`config.mk`:
```
export PLATFORM = sky130hd
export DESIGN_NAME = weighted_sum_diff
export DESIGN_NICKNAME = d
export VERILOG_FILES = /design/src/hw/disto_pkg.sv /design/src/hw/weighted_sum_diff.sv
export SDC_FILE = /design/constraint.sdc
export NUM_CORES = 2
export LEC_CHECK = 0
export ABC_AREA = 1
export BUFFER_PORTS_ARGS = -buffer_cell sky130_fd_sc_hd__buf_2
export CORE_ASPECT_RATIO = 0.9
export CORE_MARGIN = 2
export CORE_UTILIZATION = 36
export CTS_CLUSTER_SIZE = 16
export DETAILED_ROUTE_END_ITERATION = 6
export GPL_TIMING_DRIVEN = 0
export HOLD_SLACK_MARGIN = 0.08
export PLACE_DENSITY = 0.58
export SETUP_SLACK_MARGIN = 0.05
export SKIP_CTS_REPAIR_TIMING = 1
export SLEW_MARGIN = 10
export SYNTH_ARGS = -nofsm -noshare
export SYNTH_HDL_FRONTEND = slang
export SYNTH_SLANG_ARGS = --single-unit
```
`constraint.sdc`:
```
create_clock -name clk -period 13 [get_ports clk]
set_input_delay 2.6 -clock clk [delete_from_list [all_inputs] [get_ports clk]]
set_output_delay 2.6 -clock clk [all_outputs]
set_load 0.02 [all_outputs]
```
`src/hw/disto_pkg.sv`:
```
/*
 * Shared definitions for the 4x4 weighted distortion datapath
 *   block geometry and weight width
 *   controller phase encoding
 *   coefficient buffer with a row view and a flat view
 */

`default_nettype none

package disto_pkg;

    // --------------------
    // Block geometry
    // --------------------

    // Block edge, fixed by the 4-point butterfly
    localparam int blk_n = 4;
    // Pixels per block, raster order
    localparam int blk_area = blk_n * blk_n;
    // One unsigned weight per coefficient position
    localparam int weight_w = 16;
    // Coefficient storage, PIX_W + 5 for pixels up to 8 bits
    localparam int coef_w = 13;

    // --------------------
    // Controller phases
    // --------------------

    // Phase applied by the datapath at the coming clock edge
    typedef enum logic [2:0] {
        ph_idle = 3'd0,
        ph_load = 3'd1,
        ph_row  = 3'd2,
        ph_col  = 3'd3,
        ph_wgt  = 3'd4,
        ph_fin  = 3'd5
    } phase_e;

    // Transform buffer
    // rows[r][c] and flat[r*blk_n+c] name the same entry
    typedef union packed {
        logic [blk_n-1:0][blk_n-1:0][coef_w-1:0] rows;
        logic [blk_area-1:0][coef_w-1:0]         flat;
    } coef_buf_u;

endpackage

`default_nettype wire

```
`src/hw/weighted_sum_diff.sv`:
```
/*
 * Shared weighting and difference unit
 *   weight capture at load
 *   per-block sums of weight times |coefficient|
 *   registered |sum b - sum a| >> 5
 */

`timescale 1ns/1ps
`default_nettype none

module weighted_sum_diff import disto_pkg::*; #(
    parameter int PIX_W = 8
) (
    input  logic                        clk,
    input  logic                        arst_n,
    input  phase_e                      phase,
    input  logic [1:0]                  idx,
    input  logic                        acc_clr,
    input  logic [blk_area*weight_w-1:0] w,
    input  logic [blk_n-1:0][PIX_W+4:0] coef_col_a,
    input  logic [blk_n-1:0][PIX_W+4:0] coef_col_b,
    output logic [PIX_W+23:0]           sum
);

    // Accumulator width, 16 products of PIX_W+20 bits
    localparam int acc_w = PIX_W + 24;

    // Captured weights, raster order
    logic [blk_area-1:0][weight_w-1:0] w_q;
    // Weights of column idx
    logic [blk_n-1:0][weight_w-1:0]    w_col;

    logic [acc_w-1:0]        acc_a_q;
    logic [acc_w-1:0]        acc_b_q;
    logic [acc_w-1:0]        col_sum_a;
    logic [acc_w-1:0]        col_sum_b;
    logic signed [acc_w:0]   diff;
    logic [acc_w:0]          diff_abs;

    // Weighted magnitude sum of one column
    function automatic logic [acc_w-1:0] col_wsum(
        input logic [blk_n-1:0][PIX_W+4:0]    coef,
        input logic [blk_n-1:0][weight_w-1:0] wcol
    );
        logic signed [PIX_W+4:0] c;
        logic signed [PIX_W+4:0] c_neg;
        logic [PIX_W+3:0]        mag;
        logic [acc_w-1:0]        s;
        s = '0;
        for (int k = 0; k < blk_n; k++) begin
            c     = $signed(coef[k]);
            c_neg = -c;
            // Magnitude never reaches 2**(PIX_W+4)
            mag   = c[PIX_W+4] ? c_neg[PIX_W+3:0] : c[PIX_W+3:0];
            s     = s + mag * wcol[k];
        end
        return s;
    endfunction

    // --------------------
    // Column weighting
    // --------------------

    always_comb begin
        for (int k = 0; k < blk_n; k++) begin
            w_col[k] = w_q[k*blk_n + int'(idx)];
        end
    end

    assign col_sum_a = col_wsum(coef_col_a, w_col);
    assign col_sum_b = col_wsum(coef_col_b, w_col);

    // Signed difference, block b minus block a
    assign diff     = $signed({1'b0, acc_b_q}) - $signed({1'b0, acc_a_q});
    assign diff_abs = diff[acc_w] ? $unsigned(-diff) : $unsigned(diff);

    // --------------------
    // Registers
    // --------------------

    always_ff @(posedge clk) begin
        if (phase == ph_load) begin
            w_q <= w;
        end
    end

    always_ff @(posedge clk or negedge arst_n) begin
        if (!arst_n) begin
            acc_a_q <= '0;
            acc_b_q <= '0;
            sum     <= '0;
        end else begin
            if (acc_clr) begin
                acc_a_q <= '0;
                acc_b_q <= '0;
            end else if (phase == ph_wgt) begin
                acc_a_q <= acc_a_q + col_sum_a;
                acc_b_q <= acc_b_q + col_sum_b;
            end
            // Held until the next fin
            if (phase == ph_fin) begin
                sum <= {4'd0, diff_abs[acc_w:5]};
            end
        end
    end

endmodule

`default_nettype wire

```
==> out/results.txt <==
The worst hold path begins at sum[18]$_DFFE_PN0N_. The average cell area after synthesis came out at 8.39 um2. Dividing the detail-routed via count by the number of cells gives 4.87. Detailed placement finished with a half-perimeter wire length of 229000 um. Along the worst path, the maximum fanout reaches 18. Startpoint of the worst-slack reg-to-reg timing path: w_q[22]$_DFFE_PN_. At the pin with the least slew margin, the transition time is 1360 ps.

The routed wire length was 256000 um. The die area was 199000 um2; the synthesis-to-layout area growth was 9.87%. For the total number of placement rows, the log shows 153. Library cell contributing the largest single delay on the critical path: sky130_fd_sc_hd__clkinv_1.

The initial utilization of the core area, before any placement, comes to 36.3%. The run gives 75900 um2 as the area of placed instances. Clock tree synthesis selected as its root buffer the cell sky130_fd_sc_hd__clkbuf_16. Dividing the detail-routed wire length by the instance count gives 22.3 um. In the global route stage, overall resource usage came out at 26.1%. The number of antenna violations at the first check in global routing came out at 15. Counting I/O delays and the setup requirement, the final critical path takes 12690 ps.

The number of cell instances on the worst register-to-register path works out to 29. Clock skew on the completed layout was measured at 121 ps. The run finished with clean final reports. Counting along the longest clock path gives a buffer depth of 3. In this run, CTS created clock tree buffers numbering 42. Yosys printed 0 warnings. Endpoint class of the critical path: a flip-flop. Input and output buffers added on the ports amount to 385. TritonCTS built the clock tree.

For flop-to-flop paths, the worst setup slack is 3050 ps. Data on the critical path is required at its endpoint by 13470 ps. Kind of cell with the highest combined delay on the critical path: adder cells.

Leaving out fill and tap cells, the most frequent cells in the layout are sky130_fd_sc_hd__inv_1 (2350), sky130_fd_sc_hd__nand2_1 (1996), sky130_fd_sc_hd__fa_1 (1485). Setup repair after global routing could not meet its margin everywhere. The filler cells instantiated in the layout total 19759. Worst slack after detailed placement: -292 ps.

For the area of all placed cells without fillers, the log shows 77300 um2. The share of the yosys chip area belonging to registers was 14.2%. Register bit total from synthesis: 348.

The clock reaches the later pin of the worst-skew pair after 720 ps. For this run, the top clock speed supported by timing is 78.8 MHz. In this run the remaining antenna-violating nets after routing total 0. The number of I/O pins was 400. The detailed router finished its first iteration with 4768 violations. In this run the cell area of the synthesized design comes to 70400 um2. Counting both buffers and inverters, the worst setup path holds a total of 9. The run gives 348 as the number of sinks driven by the clock tree. The count of different cell masters after synthesis is 59. Cells fill 39.9% of the core in the end. Summing over every cut layer, the via total after detailed routing is 55664.

The number of slew-limit violations in the final report was 0; the number of failing setup endpoints in the final timing report was 0. The tools report the number of global-route vias before repair as 58083. Measured against its own limit, the worst slew margin works out to 9.00%. Synthesis produced a netlist whose cell count is 8394. For the global-route congestion overflow total, the log shows 0. In this run the worst hold path is classified as reg2reg. The end of the worst hold path was sum[18]$_DFFE_PN0N_.

The number of nets in the finished design was 11177. The endpoint identified for the worst register-to-register timing path is acc_a_q[20]$_DFFE_PN0P_. The core area is 194000 um2. The type of origin of the critical path is an input pin. The number of remaining DRC errors was 0; the maximum number of pins on one net before global-route repair was 52. The worst hold path passes through 2 cells. Most common cell after layout, fill and taps aside: sky130_fd_sc_hd__inv_1. In this design, the critical path's most frequently occurring cell is sky130_fd_sc_hd__fa_1. After layout, the worst path uses 97.6% of the clock period.

After clock tree synthesis, the clock-pin slew on the worst setup and hold paths is 60 ps. At the end of routability-driven placement, the weighted congestion stood at 1.01. The logs give 13160 ps for the data arrival time of the worst path and 6 for the first-pass detailed-route iteration total. Measured along the x axis, the die boundary spans 470 um. In this design, the stage delay of the slowest critical-path cell is 1040 ps.

For the wire length of the first global-routing pass, the log shows 380000 um. For the H-tree level count, the log shows 2. Cells with a size suffix above 1 make up 6.98% of the layout.

The tightest hold path in the finished design has a slack of 482 ps. The count of final hold-check violations is 0, and the die boundary height is 424 um. The critical path is of the in2reg type.

The worst path meets setup with 310 ps of slack. Across the run, the number of max-cap violations was 0.
[cell type report]
cell class,instances,area (um2),area share (%)
Multi-Input combinational cell,5425,50500,65.4
Buffer,234,937,1.21
Tap cell,2557,3200,4.14
Clock inverter,29,335,0.434
Inverter,2385,8960,11.6
Timing Repair Buffer,402,2260,2.92
Sequential cell,348,9990,12.9
Clock buffer,48,1080,1.40
Antenna cell,11,27.5,0.0356
[sequential cells by signal (all words and copies together) (netlist names)]
register and count:
acc_b_q 32, acc_a_q 32, w_q 256, sum 28
[stage by stage]
stage | setup TNS (ps) | cells
2_1_floorplan | 0 | 8397
3_3_place_gp | -945 | 11339
3_5_place_dp | -1050 | 11356
4_1_cts | 0 | 11433
5_1_grt | 0 | 11436
6_report | 0 | 11439
[cells by family after synthesis]
| kind of cell | share of synthesized area (%) |
|---|---|
| fa+ha+maj | 50.9 |
| xor+xnor | 0.709 |
| simple gates | 17.2 |
| buf+inv | 14.1 |
| compound gates | 2.95 |
| flops | 14.2 |
| other cells | 0.00533 |
[metal layers]
metal	wire length, um	GRT usage [%]	up-vias	share of wire (%)
met5	7	0	-	0.0027
met1	109000	35.6	28036	43
met3	20000	4.44	406	7.8
met4	12900	11.1	2	5.1
met2	114000	41.0	2147	44
li1	-	-	25073	-
[worst max-delay path by stage]
stage | start | endpoint | slack (ps) | cells past startpoint
3_3_place_gp | idx[1] | acc_a_q[20]$_DFFE_PN0P_ | -290 | 33
2_1_floorplan | coef_col_a[26] | acc_a_q[23]$_DFFE_PN0P_ | 2550 | 37
3_5_place_dp | idx[1] | acc_a_q[20]$_DFFE_PN0P_ | -290 | 33
5_1_grt | idx[1] | acc_a_q[23]$_DFFE_PN0P_ | 7 | 35
6_report | idx[1] | acc_a_q[20]$_DFFE_PN0P_ | 310 | 30
4_1_cts | idx[1] | acc_a_q[20]$_DFFE_PN0P_ | 300 | 33
[cells in the mapped netlist, drive strengths merged]
cell type,number,area [um2]
a21boi,1,7.51
a21o,10,75.1
a21oi,118,613
a221oi,1,8.76
a22o,3,26.3
a31oi,8,50.1
a32o,2,20.0
a32oi,1,8.76
a41oi,2,17.5
and2,5,31.3
and3,1,6.26
buf,39,201
clkbuf,200,751
clkinv,25,93.8
conb,1,3.75
dfrtp,92,2300
edfxtp,256,7690
fa,1485,29700
ha,486,6080
inv,2360,8860
nand2,2030,7730
nand3,216,1110
nand3b,8,60.1
nand4,17,106
nor2,662,2570
nor3,31,160
nor3b,1,7.51
nor4,8,50.1
o2111a,1,11.3
o211ai,3,22.5
o21a,7,52.6
o21ai,169,857
o21bai,9,67.6
o221ai,3,26.3
o22ai,21,131
o31ai,7,52.6
o41ai,3,26.3
or2,43,269
or3,2,12.5
xnor2,13,114
xor2,44,385
[tightest hold or removal path: cells and delay by family, from the launching register on]
kind,cells,cell delay (ps)
flops,1,340
simple gates,2,110
Power is left out: the tool's default activity adds up to more than one toggle a clock period on the data nets, which glitch-free logic cannot reach.
