<file path="src/hw/disto_pkg.sv">
/*
 * Shared definitions for the 4x4 weighted distortion datapath
 *   block geometry and weight width
 *   controller phase encoding
 *   coefficient buffer with a row view and a flat view
 */

`default_nettype none

package disto_pkg;

    // --------------------
    // Block geometry
    // --------------------

    // Block edge, fixed by the 4-point butterfly
    localparam int blk_n = 4;
    // Pixels per block, raster order
    localparam int blk_area = blk_n * blk_n;
    // One unsigned weight per coefficient position
    localparam int weight_w = 16;
    // Coefficient storage, PIX_W + 5 for pixels up to 8 bits
    localparam int coef_w = 13;

    // --------------------
    // Controller phases
    // --------------------

    // Phase applied by the datapath at the coming clock edge
    typedef enum logic [2:0] {
        ph_idle = 3'd0,
        ph_load = 3'd1,
        ph_row  = 3'd2,
        ph_col  = 3'd3,
        ph_wgt  = 3'd4,
        ph_fin  = 3'd5
    } phase_e;

    // Transform buffer
    // rows[r][c] and flat[r*blk_n+c] name the same entry
    typedef union packed {
        logic [blk_n-1:0][blk_n-1:0][coef_w-1:0] rows;
        logic [blk_area-1:0][coef_w-1:0]         flat;
    } coef_buf_u;

endpackage

`default_nettype wire

</file>
<file path="src/hw/disto_ctrl.sv">
/*
 * Sequencer for one block-pair distortion operation
 *   phase FSM over load, row, col, wgt and fin
 *   2-bit index walking each pass in four cycles
 *   accumulator clear and done pulse
 */

`timescale 1ns/1ps
`default_nettype none

module disto_ctrl import disto_pkg::*; (
    input  logic       clk,
    input  logic       arst_n,
    input  logic       start,
    output phase_e     phase,
    output logic [1:0] idx,
    output logic       acc_clr,
    output logic       done
);

    // Current phase and index, as applied at the last edge
    phase_e     state_q;
    logic [1:0] idx_q;

    // --------------------
    // Next phase
    // --------------------

    // Outputs carry the next state, so the datapath
    // acts on the same edge the FSM moves to it
    always_comb begin
        phase = state_q;
        case (state_q)
            ph_idle: begin
                // Only place where start is accepted
                if (start) begin
                    phase = ph_load;
                end
            end
            ph_load: begin
                phase = ph_row;
            end
            ph_row: begin
                // Row 3 done, go on to columns
                if (idx_q == 2'd3) begin
                    phase = ph_col;
                end
            end
            ph_col: begin
                if (idx_q == 2'd3) begin
                    phase = ph_wgt;
                end
            end
            ph_wgt: begin
                // Last column weighted
                if (idx_q == 2'd3) begin
                    phase = ph_fin;
                end
            end
            ph_fin: begin
                phase = ph_idle;
            end
            default: begin
                phase = ph_idle;
            end
        endcase
    end

    // Index steps inside the three passes and wraps to 0
    // at each pass boundary, held at 0 elsewhere
    always_comb begin
        if (state_q == ph_row || state_q == ph_col || state_q == ph_wgt) begin
            idx = idx_q + 2'd1;
        end else begin
            idx = 2'd0;
        end
    end

    // Accumulators cleared on the load edge
    assign acc_clr = (phase == ph_load);

    // --------------------
    // State registers
    // --------------------

    always_ff @(posedge clk or negedge arst_n) begin
        if (!arst_n) begin
            state_q <= ph_idle;
            idx_q   <= 2'd0;
            done    <= 1'b0;
        end else begin
            state_q <= phase;
            idx_q   <= idx;
            // High for the single fin cycle
            done    <= (phase == ph_fin);
        end
    end

endmodule

`default_nettype wire

</file>
<file path="config.mk">
export PLATFORM = sky130hd
export DESIGN_NAME = disto_ctrl
export DESIGN_NICKNAME = d
export VERILOG_FILES = /design/src/hw/disto_pkg.sv /design/src/hw/disto_ctrl.sv
export SDC_FILE = /design/constraint.sdc
export NUM_CORES = 1
export LEC_CHECK = 0
export BUFFER_PORTS_ARGS = -buffer_cell sky130_fd_sc_hd__buf_2
export CAP_MARGIN = 25
export CORE_AREA = 10 10 47 49
export CTS_CLUSTER_DIAMETER = 30
export CTS_CLUSTER_SIZE = 10
export DETAILED_ROUTE_END_ITERATION = 12
export DIE_AREA = 0 0 57 59
export PLACE_DENSITY = 0.35
export SLEW_MARGIN = 15
export SYNTH_ARGS = -nofsm -noshare
export SYNTH_HDL_FRONTEND = slang
export SYNTH_SLANG_ARGS = --single-unit
</file>
<file path="constraint.sdc">
create_clock -name clk -period 1.22 [get_ports clk]
set_input_delay 0.061 -clock clk [delete_from_list [all_inputs] [get_ports clk]]
set_output_delay 0.061 -clock clk [all_outputs]
set_load 0.01 [all_outputs]
</file>
==> impl_metrics.ini, run 1 <==
[outcome]
status = finished, violations left
violated_checks = setup timing

[critical_path]
worst-r2r-cell-count = 3
critical-path-slowest-cell = or4b_4
worst_reg2reg_path_endpoint = idx_q[0]
worst-path-max-fanout = 4
r2r_setup_slack_ns = 0.02
worstSetupEndpointType = primary output
critical_path.startpoint_type = flop
setup.worst_path.class = reg2out
worst_path_largest_cell_delay_ns = 0.54
critical_path_data_required_time_ns = 1.16
crit_chain = or4b_4 > o211ai_2 > buf_2
worstReg2RegStart = state_q[0]
worstSetupStartpoint = state_q[1]
worst_path_dominant_cell_family = simple AND/OR/NAND/NOR gates
critPathArrivalTime_ns = 1.44
worst-path-buf-inv = 1

[placement]
post_dp_cell_area_um2 = 360
post-dp-hpwl_um = 530
place_congestion = 0.682
io_buffer_count = 9

[route]
drc = 0
routed-via-count = 242
detail_route_antenna_nets = 0
detailedRoute.firstPassIterationCount = 1
avgViaCountPerCell = 4.10
sum_of_routed_wire_length_over_all_layers_um = 717
drt-initial-drc-count = 0
drt-wirelength-per-cell_um = 12.2

[yosys]
yosysMostFrequentCell = dfrtp_1
async_reset_ff_frac = 1.00
synth_cells = 22
synth_top_cell_by_area = dfrtp_1
ys_dominant_reg_cell = dfrtp_1
yosysSeqAreaShare = 0.561
net_count_of_the_mapped_netlist = 26
syn_avg_cell_area_um2 = 12.2
synth.area.top_cells = dfrtp_1 (56%), or4b_4 (5.1%), ha_1 (4.7%), o211ai_2 (4.7%), nand4bb_1 (4.2%)
yosys_warnings = 0
synth.ff_latch_count = 6
yosys-top-cells-count = dfrtp_1 (6), inv_1 (2)
synth_enable_flop_cells = 0
syn_area_um2 = 268
synth.distinct_cells = 16
synth_top_area_share = 0.561

[global_route]
globalRouteOverflowTotal = 0
grt.total_usage = 0.0498
grt_first_pass_wirelength_mm = 1.27
grt_max_degree = 7
first_global_vias = 274
number_of_antenna_violations_at_the_first_check_in_global_routing = 0

[finish]
number_of_filler_instances_in_the_final_layout = 153
antenna_cells_inserted = 0
finalNetCount = 49
fin_area_um2 = 490
layout-drive-gt1-share = 0.698
utilization = 0.350
areaGrowthSynthToFinish_pct = 83.2

[sta]
clock-skew-final_ns = 0.00412
slew_violations = 0
finalCritPeriodShare = 1.23
setup_violations = 6
fin_hold_ws_ns = 0.173
rsz_0062_raised_after_global_routing = yes
finalCriticalPeriod_ns = 1.50
measured_slew_at_the_worst_slew_check_pin_ns = 0.167
finalHoldViolations = 0
achievable-frequency_ghz = 0.666
relSlewSlack = 0.888
post-route-worst-setup-slack_ns = -0.280

[die]
initial_utilization = 0.191
die-area_um2 = 3360
ioPinCount = 10
row_count = 14
die_height_um = 59
design.core.area_um2 = 1400
die-width_um = 57

[clock_network]
level_count_of_the_clock_h_tree = 1
cts.clk_slew.worst_paths_ns = 0.05
cts_made_buffers = 3
clk-insertion-delay-late_ns = 0.24
cts_tree = done
clk_path_buf_depth = 2
clock_tree.root_cell = clkbuf_4
tritoncts_num_sinks = 6

[job]
max_cap_violations = 0

[pwr]
worst_ir_drop_vdd_v = 0.00109
pwr_density_cell_nw_per_um2 = 2690
cellLeakagePower_uw = 0.000247
overall_power_uw = 1320

[worst_hold_path]
hp-class = in2async
cell type report:
class	count	area, µm²	area share
multi-input cells	14	161	0.329
flip-flops and latches	6	150	0.306
repair buffers	18	129	0.263
clock buffers	3	22.5	0.0459
well taps	16	20.0	0.0408
inverters	2	7.51	0.0153
state kept, by name, indices dropped and copies added (netlist names):
signal,cells
idx_q,2
done,1
state_q,3
where the power goes:
group / total (µW) / internal [µW] / switching [µW]
Sequential: 345 / 272 / 72.3
Combinational: 793 / 462 / 331
Clock: 181 / 111 / 70.2
layer usage:
layer  track usage  part of all wire
met3        0.0365              0.10
met5             0                 0
met4        0.0403                 0
met2        0.0806              0.55
met1        0.0407              0.35
kinds of logic after synthesis:
kind of cell | after synthesis | synth area share
and+or+nand+nor | 8 | 0.220
DFF | 6 | 0.561
AOI/OAI and AO/OA | 4 | 0.112
buffers and inverters | 2 | 0.0280
xor gates and xnor gates | 1 | 0.0327
adders and majority gates | 1 | 0.0467
placed cells by master, fill, tap and decap left out, types with 2 or more instances in the layout:
master,Yosys,final
clkbuf_4,0,3
buf_4,0,6
buf_2,0,8
dfrtp_1,6,6
inv_1,2,2
buf_6,0,3
metrics by stage:
stage / std cells / worst slack, ns / setup TNS, ns
after floorplan: 22 / 0.0451 / 0
after global placement: 50 / -0.0558 / -0.0583
after detailed placement: 50 / -0.0542 / -0.0899
after CTS: 59 / -0.297 / -1.53
after global routing: 59 / -0.341 / -1.83
final: 59 / -0.280 / -1.37
worst max path at each step:
stage,endpoint,slack (ns),cells past startpoint
2_1_floorplan,idx_q[0],0.05,2
3_3_place_gp,phase[0],-0.06,3
3_5_place_dp,phase[0],-0.05,3
4_1_cts,phase[0],-0.30,3
5_1_grt,phase[0],-0.34,3
6_report,phase[0],-0.28,3
repair_timing:
item | 4_1_cts | 5_1_grt
setup endpoints to repair | 6 | 7
gates resized for setup | 5 | 8
pin swaps | 3 | 3
setup buffers | 5 | 2
endpoints found under the hold margin | 6 | 0
hold buffers | 1 | 0
Power figures use the tool's default switching activity.
==> run 2, diff against run 1 <==
--- a/config.mk
+++ b/config.mk
@@ -13,6 +13,7 @@
 export DETAILED_ROUTE_END_ITERATION = 12
 export DIE_AREA = 0 0 57 59
 export PLACE_DENSITY = 0.35
+export REMOVE_ABC_BUFFERS = 1
 export SLEW_MARGIN = 15
 export SYNTH_ARGS = -nofsm -noshare
 export SYNTH_HDL_FRONTEND = slang
==> run 2 against run 1 <==
- the run still ends with setup timing left
- first-iteration DRC count did not move
- routed wire length fell by 7.8%
- die area did not move
- clock skew fell by 0.0029 ns
- hold slack improved by 0.0066 ns
- sequential cell count did not move
- count of clock-buffer cells in the layout did not move
- critical path type unchanged
- largest power group unchanged
==> impl_metrics.ini, run 2 (same netlist as run 1, synthesis figures left out) <==
[finish]
number_of_filler_instances_in_the_final_layout = 159
layout_top_registers = state_q x3, idx_q x2, done x1
finalNetCount = 45
layout-drive-gt1-share = 0.641
largest-register = state_q
mostFrequentLayoutCell = buf_2
areaGrowthSynthToFinish_pct = 58.9
antenna_cells_inserted = 0
largest_reg_flops = 3
fin_area_um2 = 425
layout.cells.most_common_list = buf_2 (8), dfrtp_1 (6), buf_4 (4), clkbuf_4 (3), inv_1 (2)

[worst_hold_path]
hp-class = in2async

[critical_path]
worst_reg2reg_path_endpoint = state_q[0]
setup.worst_path.class = reg2out
r2r_setup_slack_ns = 0
critical-path-slowest-cell = or4b_4
critical_path_data_required_time_ns = 1.16
worst_path_largest_cell_delay_ns = 0.55
worst-r2r-cell-count = 3
critical_path.startpoint_type = flop
critPathArrivalTime_ns = 1.43
worst-path-max-fanout = 3
worstReg2RegStart = state_q[0]
crit_chain = or4b_4 > o211ai_2 > buf_2
worstSetupEndpointType = primary output

[pwr]
pwr_density_cell_nw_per_um2 = 2600
comb_power_share = 0.547
power.share.switching = 0.367
intPower_uw = 701
worst_ir_drop_vdd_v = 0.000822
clock_network_fraction_of_total_power = 0.161
seq_power_share = 0.292
cellLeakagePower_uw = 0.000222
power_dissipated_by_switching_net_loads_uw = 407

[global_route]
number_of_antenna_violations_at_the_first_check_in_global_routing = 0
first_global_vias = 254
globalRouteOverflowTotal = 0
grt_first_pass_wirelength_mm = 1.12
grt.total_usage = 0.0429
grt_max_degree = 7

[die]
die-width_um = 57
die-area_um2 = 3360
ioPinCount = 10
row_count = 14
die_height_um = 59
design.core.area_um2 = 1400
initial_utilization = 0.191

[placement]
post-dp-hpwl_um = 511
place_congestion = 0.641
io_buffer_count = 9
post_dp_cell_area_um2 = 348

[route]
sum_of_routed_wire_length_over_all_layers_um = 661
drt-initial-drc-count = 0
drt-wirelength-per-cell_um = 12.0
drc = 0
routed-via-count = 226
avgViaCountPerCell = 4.11
detail_route_antenna_nets = 0
detailedRoute.firstPassIterationCount = 1

[clock_network]
clk_path_buf_depth = 2
clock_tree.root_cell = clkbuf_4
cts_tree = done
tritoncts_num_sinks = 6
level_count_of_the_clock_h_tree = 1
cts_made_buffers = 3
cts.clk_slew.worst_paths_ns = 0.04
clk-insertion-delay-late_ns = 0.24

[outcome]
violated_checks = setup timing
status = finished, violations left

[sta]
finalHoldViolations = 0
setup_violations = 6
post-route-worst-setup-slack_ns = -0.276
relSlewSlack = 0.892
measured_slew_at_the_worst_slew_check_pin_ns = 0.161
rsz_0062_raised_after_global_routing = yes
slew_violations = 0
totalNegativeSetupSlack_ns = -1.24
clock-skew-final_ns = 0.00118
finalCritPeriodShare = 1.23
achievable-frequency_ghz = 0.669
finalCriticalPeriod_ns = 1.50

[job]
max_cap_violations = 0
[run 2: cell count changes in the layout (fill, tap and decap cells not counted), sizes merged]
cell / delta
buf: -4
[run 2: area by class of cell]
type / instances / area [µm²] / area share
Sequential cell: 6 / 150 / 0.353
Multi-Input combinational cell: 14 / 134 / 0.315
Timing Repair Buffer: 14 / 91.3 / 0.215
Clock buffer: 3 / 22.5 / 0.0529
Tap cell: 16 / 20.0 / 0.0471
Inverter: 2 / 7.51 / 0.0176
[run 2: per-stage QoR]
step | hold slack [ns] | instances | utilization | total power, µW | setup slack [ns]
floorplan | -0.235 | 22 | - | 601 | -0.000473
global placement | -0.108 | 49 | 0.248 | 817 | -0.0325
detailed placement | -0.106 | 49 | 0.248 | 814 | -0.0457
CTS | 0.175 | 55 | 0.291 | 1090 | -0.293
global route | 0.189 | 55 | 0.304 | 1210 | -0.333
finish | 0.180 | 55 | 0.304 | 1110 | -0.276
[run 2: repair_timing]
action / in CTS / in global routing
hold endpoints to repair: 6 / 0
endpoints found under the setup margin: 6 / 7
resized for setup: 4 / 4
hold buffers: 1 / 0
setup buffers: 2 / 1
pin swaps: 2 / 1
[run 2: metal layers]
layer | up-vias | GRT usage | wire (µm)
met5 | - | 0 | 0
met4 | 0 | 0.0302 | 0
met3 | 0 | 0.0193 | 40
met2 | 5 | 0.0729 | 352
met1 | 108 | 0.0407 | 268
li1 | 113 | - | -
[run 2: worst max-delay path, delay by kind of cell, from the launching register on]
family / cells / cell delay [ns]
simple gates: 1 / 0.55
flops: 1 / 0.39
buf+inv: 1 / 0.16
compound gates: 1 / 0.09
[run 2: how the worst max path moves through the flow]
stage	startpoint	to	cells past startpoint
global placement	state_q[1]	phase[0]	3
floorplan	idx_q[0]	state_q[1]	3
global route	state_q[0]	phase[0]	3
finish	state_q[0]	phase[0]	3
CTS	state_q[0]	phase[0]	3
detailed placement	state_q[2]	phase[0]	3
[run 2: power groups by stage]
stage / sequential (µW) / clock (µW) / combinational (µW)
after floorplan: 324 / 0 / 278
after global placement: 322 / 0 / 495
after detailed placement: 323 / 0 / 490
after CTS: 317 / 189 / 587
after global routing: 336 / 194 / 682
final: 323 / 178 / 606
==> run 3, diff against run 2 <==
--- a/config.mk
+++ b/config.mk
@@ -5,6 +5,7 @@
 export SDC_FILE = /design/constraint.sdc
 export NUM_CORES = 1
 export LEC_CHECK = 0
+export ABC_AREA = 1
 export BUFFER_PORTS_ARGS = -buffer_cell sky130_fd_sc_hd__buf_2
 export CAP_MARGIN = 25
 export CORE_AREA = 10 10 47 49
@@ -12,7 +13,7 @@
 export CTS_CLUSTER_SIZE = 10
 export DETAILED_ROUTE_END_ITERATION = 12
 export DIE_AREA = 0 0 57 59
-export PLACE_DENSITY = 0.35
+export PLACE_DENSITY = 0.36
 export REMOVE_ABC_BUFFERS = 1
 export SLEW_MARGIN = 15
 export SYNTH_ARGS = -nofsm -noshare
==> constraint.sdc (replaced) <==
create_clock -name clk -period 1.74 [get_ports clk]
set_input_delay 0.087 -clock clk [delete_from_list [all_inputs] [get_ports clk]]
set_output_delay 0.087 -clock clk [all_outputs]
set_load 0.01 [all_outputs]
==> run 3 against run 2 <==
- the flow now finishes without violations
- synthesized cell count increased by 45%
- combinational power decreased by 48%
- largest cell class unchanged
- core utilization decreased by 3.7 points
- clock skew increased by 0.0028 ns
- clock power decreased by 30%
- via count increased by 6.2%
- count of clock-buffer cells in the layout unchanged
- sequential power decreased by 29%
- cell count increased by 11%
- critical endpoint is now phase[1]
- routed wire length decreased by 4.7%
==> impl_metrics.ini, run 3 <==
[sta]
finalCriticalPeriod_ns = 1.42
finalCritPeriodShare = 0.819
totalNegativeSetupSlack_ns = 0
clock-skew-final_ns = 0.00402
slew_violations = 0
relSlewSlack = 0.875
measured_slew_at_the_worst_slew_check_pin_ns = 0.188
setup_violations = 0
achievable-frequency_ghz = 0.702
finalHoldViolations = 0
rsz_0062_raised_after_global_routing = no

[worst_hold_path]
hp-class = in2async

[pwr]
power_dissipated_by_switching_net_loads_uw = 276
worst_ir_drop_vdd_v = 0.000631
intPower_uw = 393
cellLeakagePower_uw = 0.000211
seq_power_share = 0.342
clock_network_fraction_of_total_power = 0.186
comb_power_share = 0.472
pwr_density_cell_nw_per_um2 = 1790
power.share.switching = 0.413

[global_route]
grt_max_degree = 7
number_of_antenna_violations_at_the_first_check_in_global_routing = 0
first_global_vias = 244
grt_first_pass_wirelength_mm = 1.06
grt.total_usage = 0.0442
globalRouteOverflowTotal = 0

[critical_path]
critical_path_data_required_time_ns = 1.65
critPathArrivalTime_ns = 1.34
critical_path.startpoint_type = flop
setup.worst_path.class = reg2out
worst-r2r-cell-count = 6
crit_chain = ha_1 > inv_1 > nand2_1 > a21oi_1 > buf_2
worst-path-max-fanout = 3
worstReg2RegStart = idx_q[0]
critical-path-slowest-cell = dfrtp_1
r2r_setup_slack_ns = 0.72
worst_path_largest_cell_delay_ns = 0.38
worst_reg2reg_path_endpoint = state_q[0]
worstSetupEndpointType = primary output

[placement]
placedCellCount = 57
post_dp_cell_area_um2 = 340
place_congestion = 0.632
io_buffer_count = 9
post-dp-hpwl_um = 530

[finish]
antenna_cells_inserted = 0
mostFrequentLayoutCell = nand2_1
instances_no_fill = 61
number_of_filler_instances_in_the_final_layout = 172
multi_input_area_um2 = 110
ff_latch_area_um2 = 150
fin_area_um2 = 373
largest_reg_flops = 3
largest-register = state_q
layout-drive-gt1-share = 0.356
layout_top_registers = state_q x3, idx_q x2, done x1
utilization = 0.266
finalNetCount = 51
areaGrowthSynthToFinish_pct = 35.5
layout.cells.most_common_list = nand2_1 (10), buf_2 (9), dfrtp_1 (6)

[die]
initial_utilization = 0.196
die-width_um = 57
row_count = 14
die-area_um2 = 3360
die_height_um = 59
design.core.area_um2 = 1400
ioPinCount = 10

[yosys]
yosysMostFrequentCell = nand2_1
synth_enable_flop_cells = 0
synth.area.top_cells = dfrtp_1 (55%), nand2_1 (14%), a21oi_1 (5.5%), ha_1 (4.5%), nor2_2 (4.5%)
syn_area_um2 = 275
async_reset_ff_frac = 1.00
syn_avg_cell_area_um2 = 8.60
ys_dominant_reg_cell = dfrtp_1
yosys_warnings = 0
yosysSeqAreaShare = 0.545
synth_top_area_share = 0.545
synth_top_cell_by_area = dfrtp_1
yosys-top-cells-count = nand2_1 (10), dfrtp_1 (6), a21oi_1 (3), inv_1 (3)
synth.distinct_cells = 12
synth.ff_latch_count = 6
synth_cells = 32

[route]
drc = 0
avgViaCountPerCell = 3.93
detailedRoute.firstPassIterationCount = 3
drt-initial-drc-count = 3
sum_of_routed_wire_length_over_all_layers_um = 630
routed-via-count = 240
drt-wirelength-per-cell_um = 10.3
detail_route_antenna_nets = 0

[clock_network]
cts_made_buffers = 3
tritoncts_num_sinks = 6
cts_tree = done
clock_tree.root_cell = clkbuf_4
clk-insertion-delay-late_ns = 0.24
cts.clk_slew.worst_paths_ns = 0.04
level_count_of_the_clock_h_tree = 1
clk_path_buf_depth = 2

[job]
max_cap_violations = 0

[outcome]
status = finished clean
[run 3: kinds of logic after synthesis]
family	synth area share
DFF	0.545
AOI/OAI and AO/OA	0.0818
adders and majority gates	0.0454
and+or+nand+nor	0.273
buffers and inverters	0.0545
[run 3: worst max path at each step]
| stage | cells after the start | endpoint | start | slack [ns] |
|---|---|---|---|---|
| floorplan | 4 | state_q[1] | idx_q[0] | 0.66 |
| global placement | 7 | phase[0] | idx_q[0] | 0.55 |
| detailed placement | 5 | phase[1] | idx_q[0] | 0.56 |
| CTS | 5 | phase[1] | idx_q[0] | 0.29 |
| global route | 7 | phase[0] | idx_q[0] | 0.19 |
| finish | 5 | phase[1] | idx_q[0] | 0.32 |
[run 3: timing repair]
item	CTS	global route
resized for setup	0	0
setup buffers	0	0
hold buffers	1	0
endpoints found under the hold margin	6	0
[run 3: metal layers]
metal,track usage,up-vias,part of all wire
met3,0.0279,0,0.051
met1,0.0442,105,0.47
li1,-,129,-
met5,0,-,0
met4,0.0503,0,0
met2,0.0574,6,0.48
[run 3: power by group through the flow]
stage               clock [µW]  combinational (µW)  sequential, µW
floorplan                    0                 206             222
global placement             0                 324             229
detailed placement           0                 323             231
CTS                        136                 327             228
global route               147                 366             237
finish                     124                 316             229
[run 3: stage by stage]
step | power, µW | hold WS, ns | setup slack, ns
2_1_floorplan | 427 | -0.209 | 0.663
3_3_place_gp | 553 | -0.0825 | 0.552
3_5_place_dp | 554 | -0.0808 | 0.559
4_1_cts | 690 | 0.196 | 0.292
5_1_grt | 750 | 0.197 | 0.192
6_report | 669 | 0.202 | 0.316
[run 3: cell type report]
cell class | count | share of cell area
inverters | 4 | 0.0403
repair buffers | 10 | 0.148
multi-input cells | 22 | 0.295
clock buffers | 3 | 0.0604
well taps | 16 | 0.0537
flip-flops and latches | 6 | 0.403
[run 3: critical path, delay by kind of cell (launching register included)]
| kind | cells | cell delay, ns |
|---|---|---|
| simple gates | 1 | 0.07 |
| flops | 1 | 0.38 |
| buf+inv | 2 | 0.24 |
| compound gates | 1 | 0.18 |
| fa+ha+maj | 1 | 0.23 |
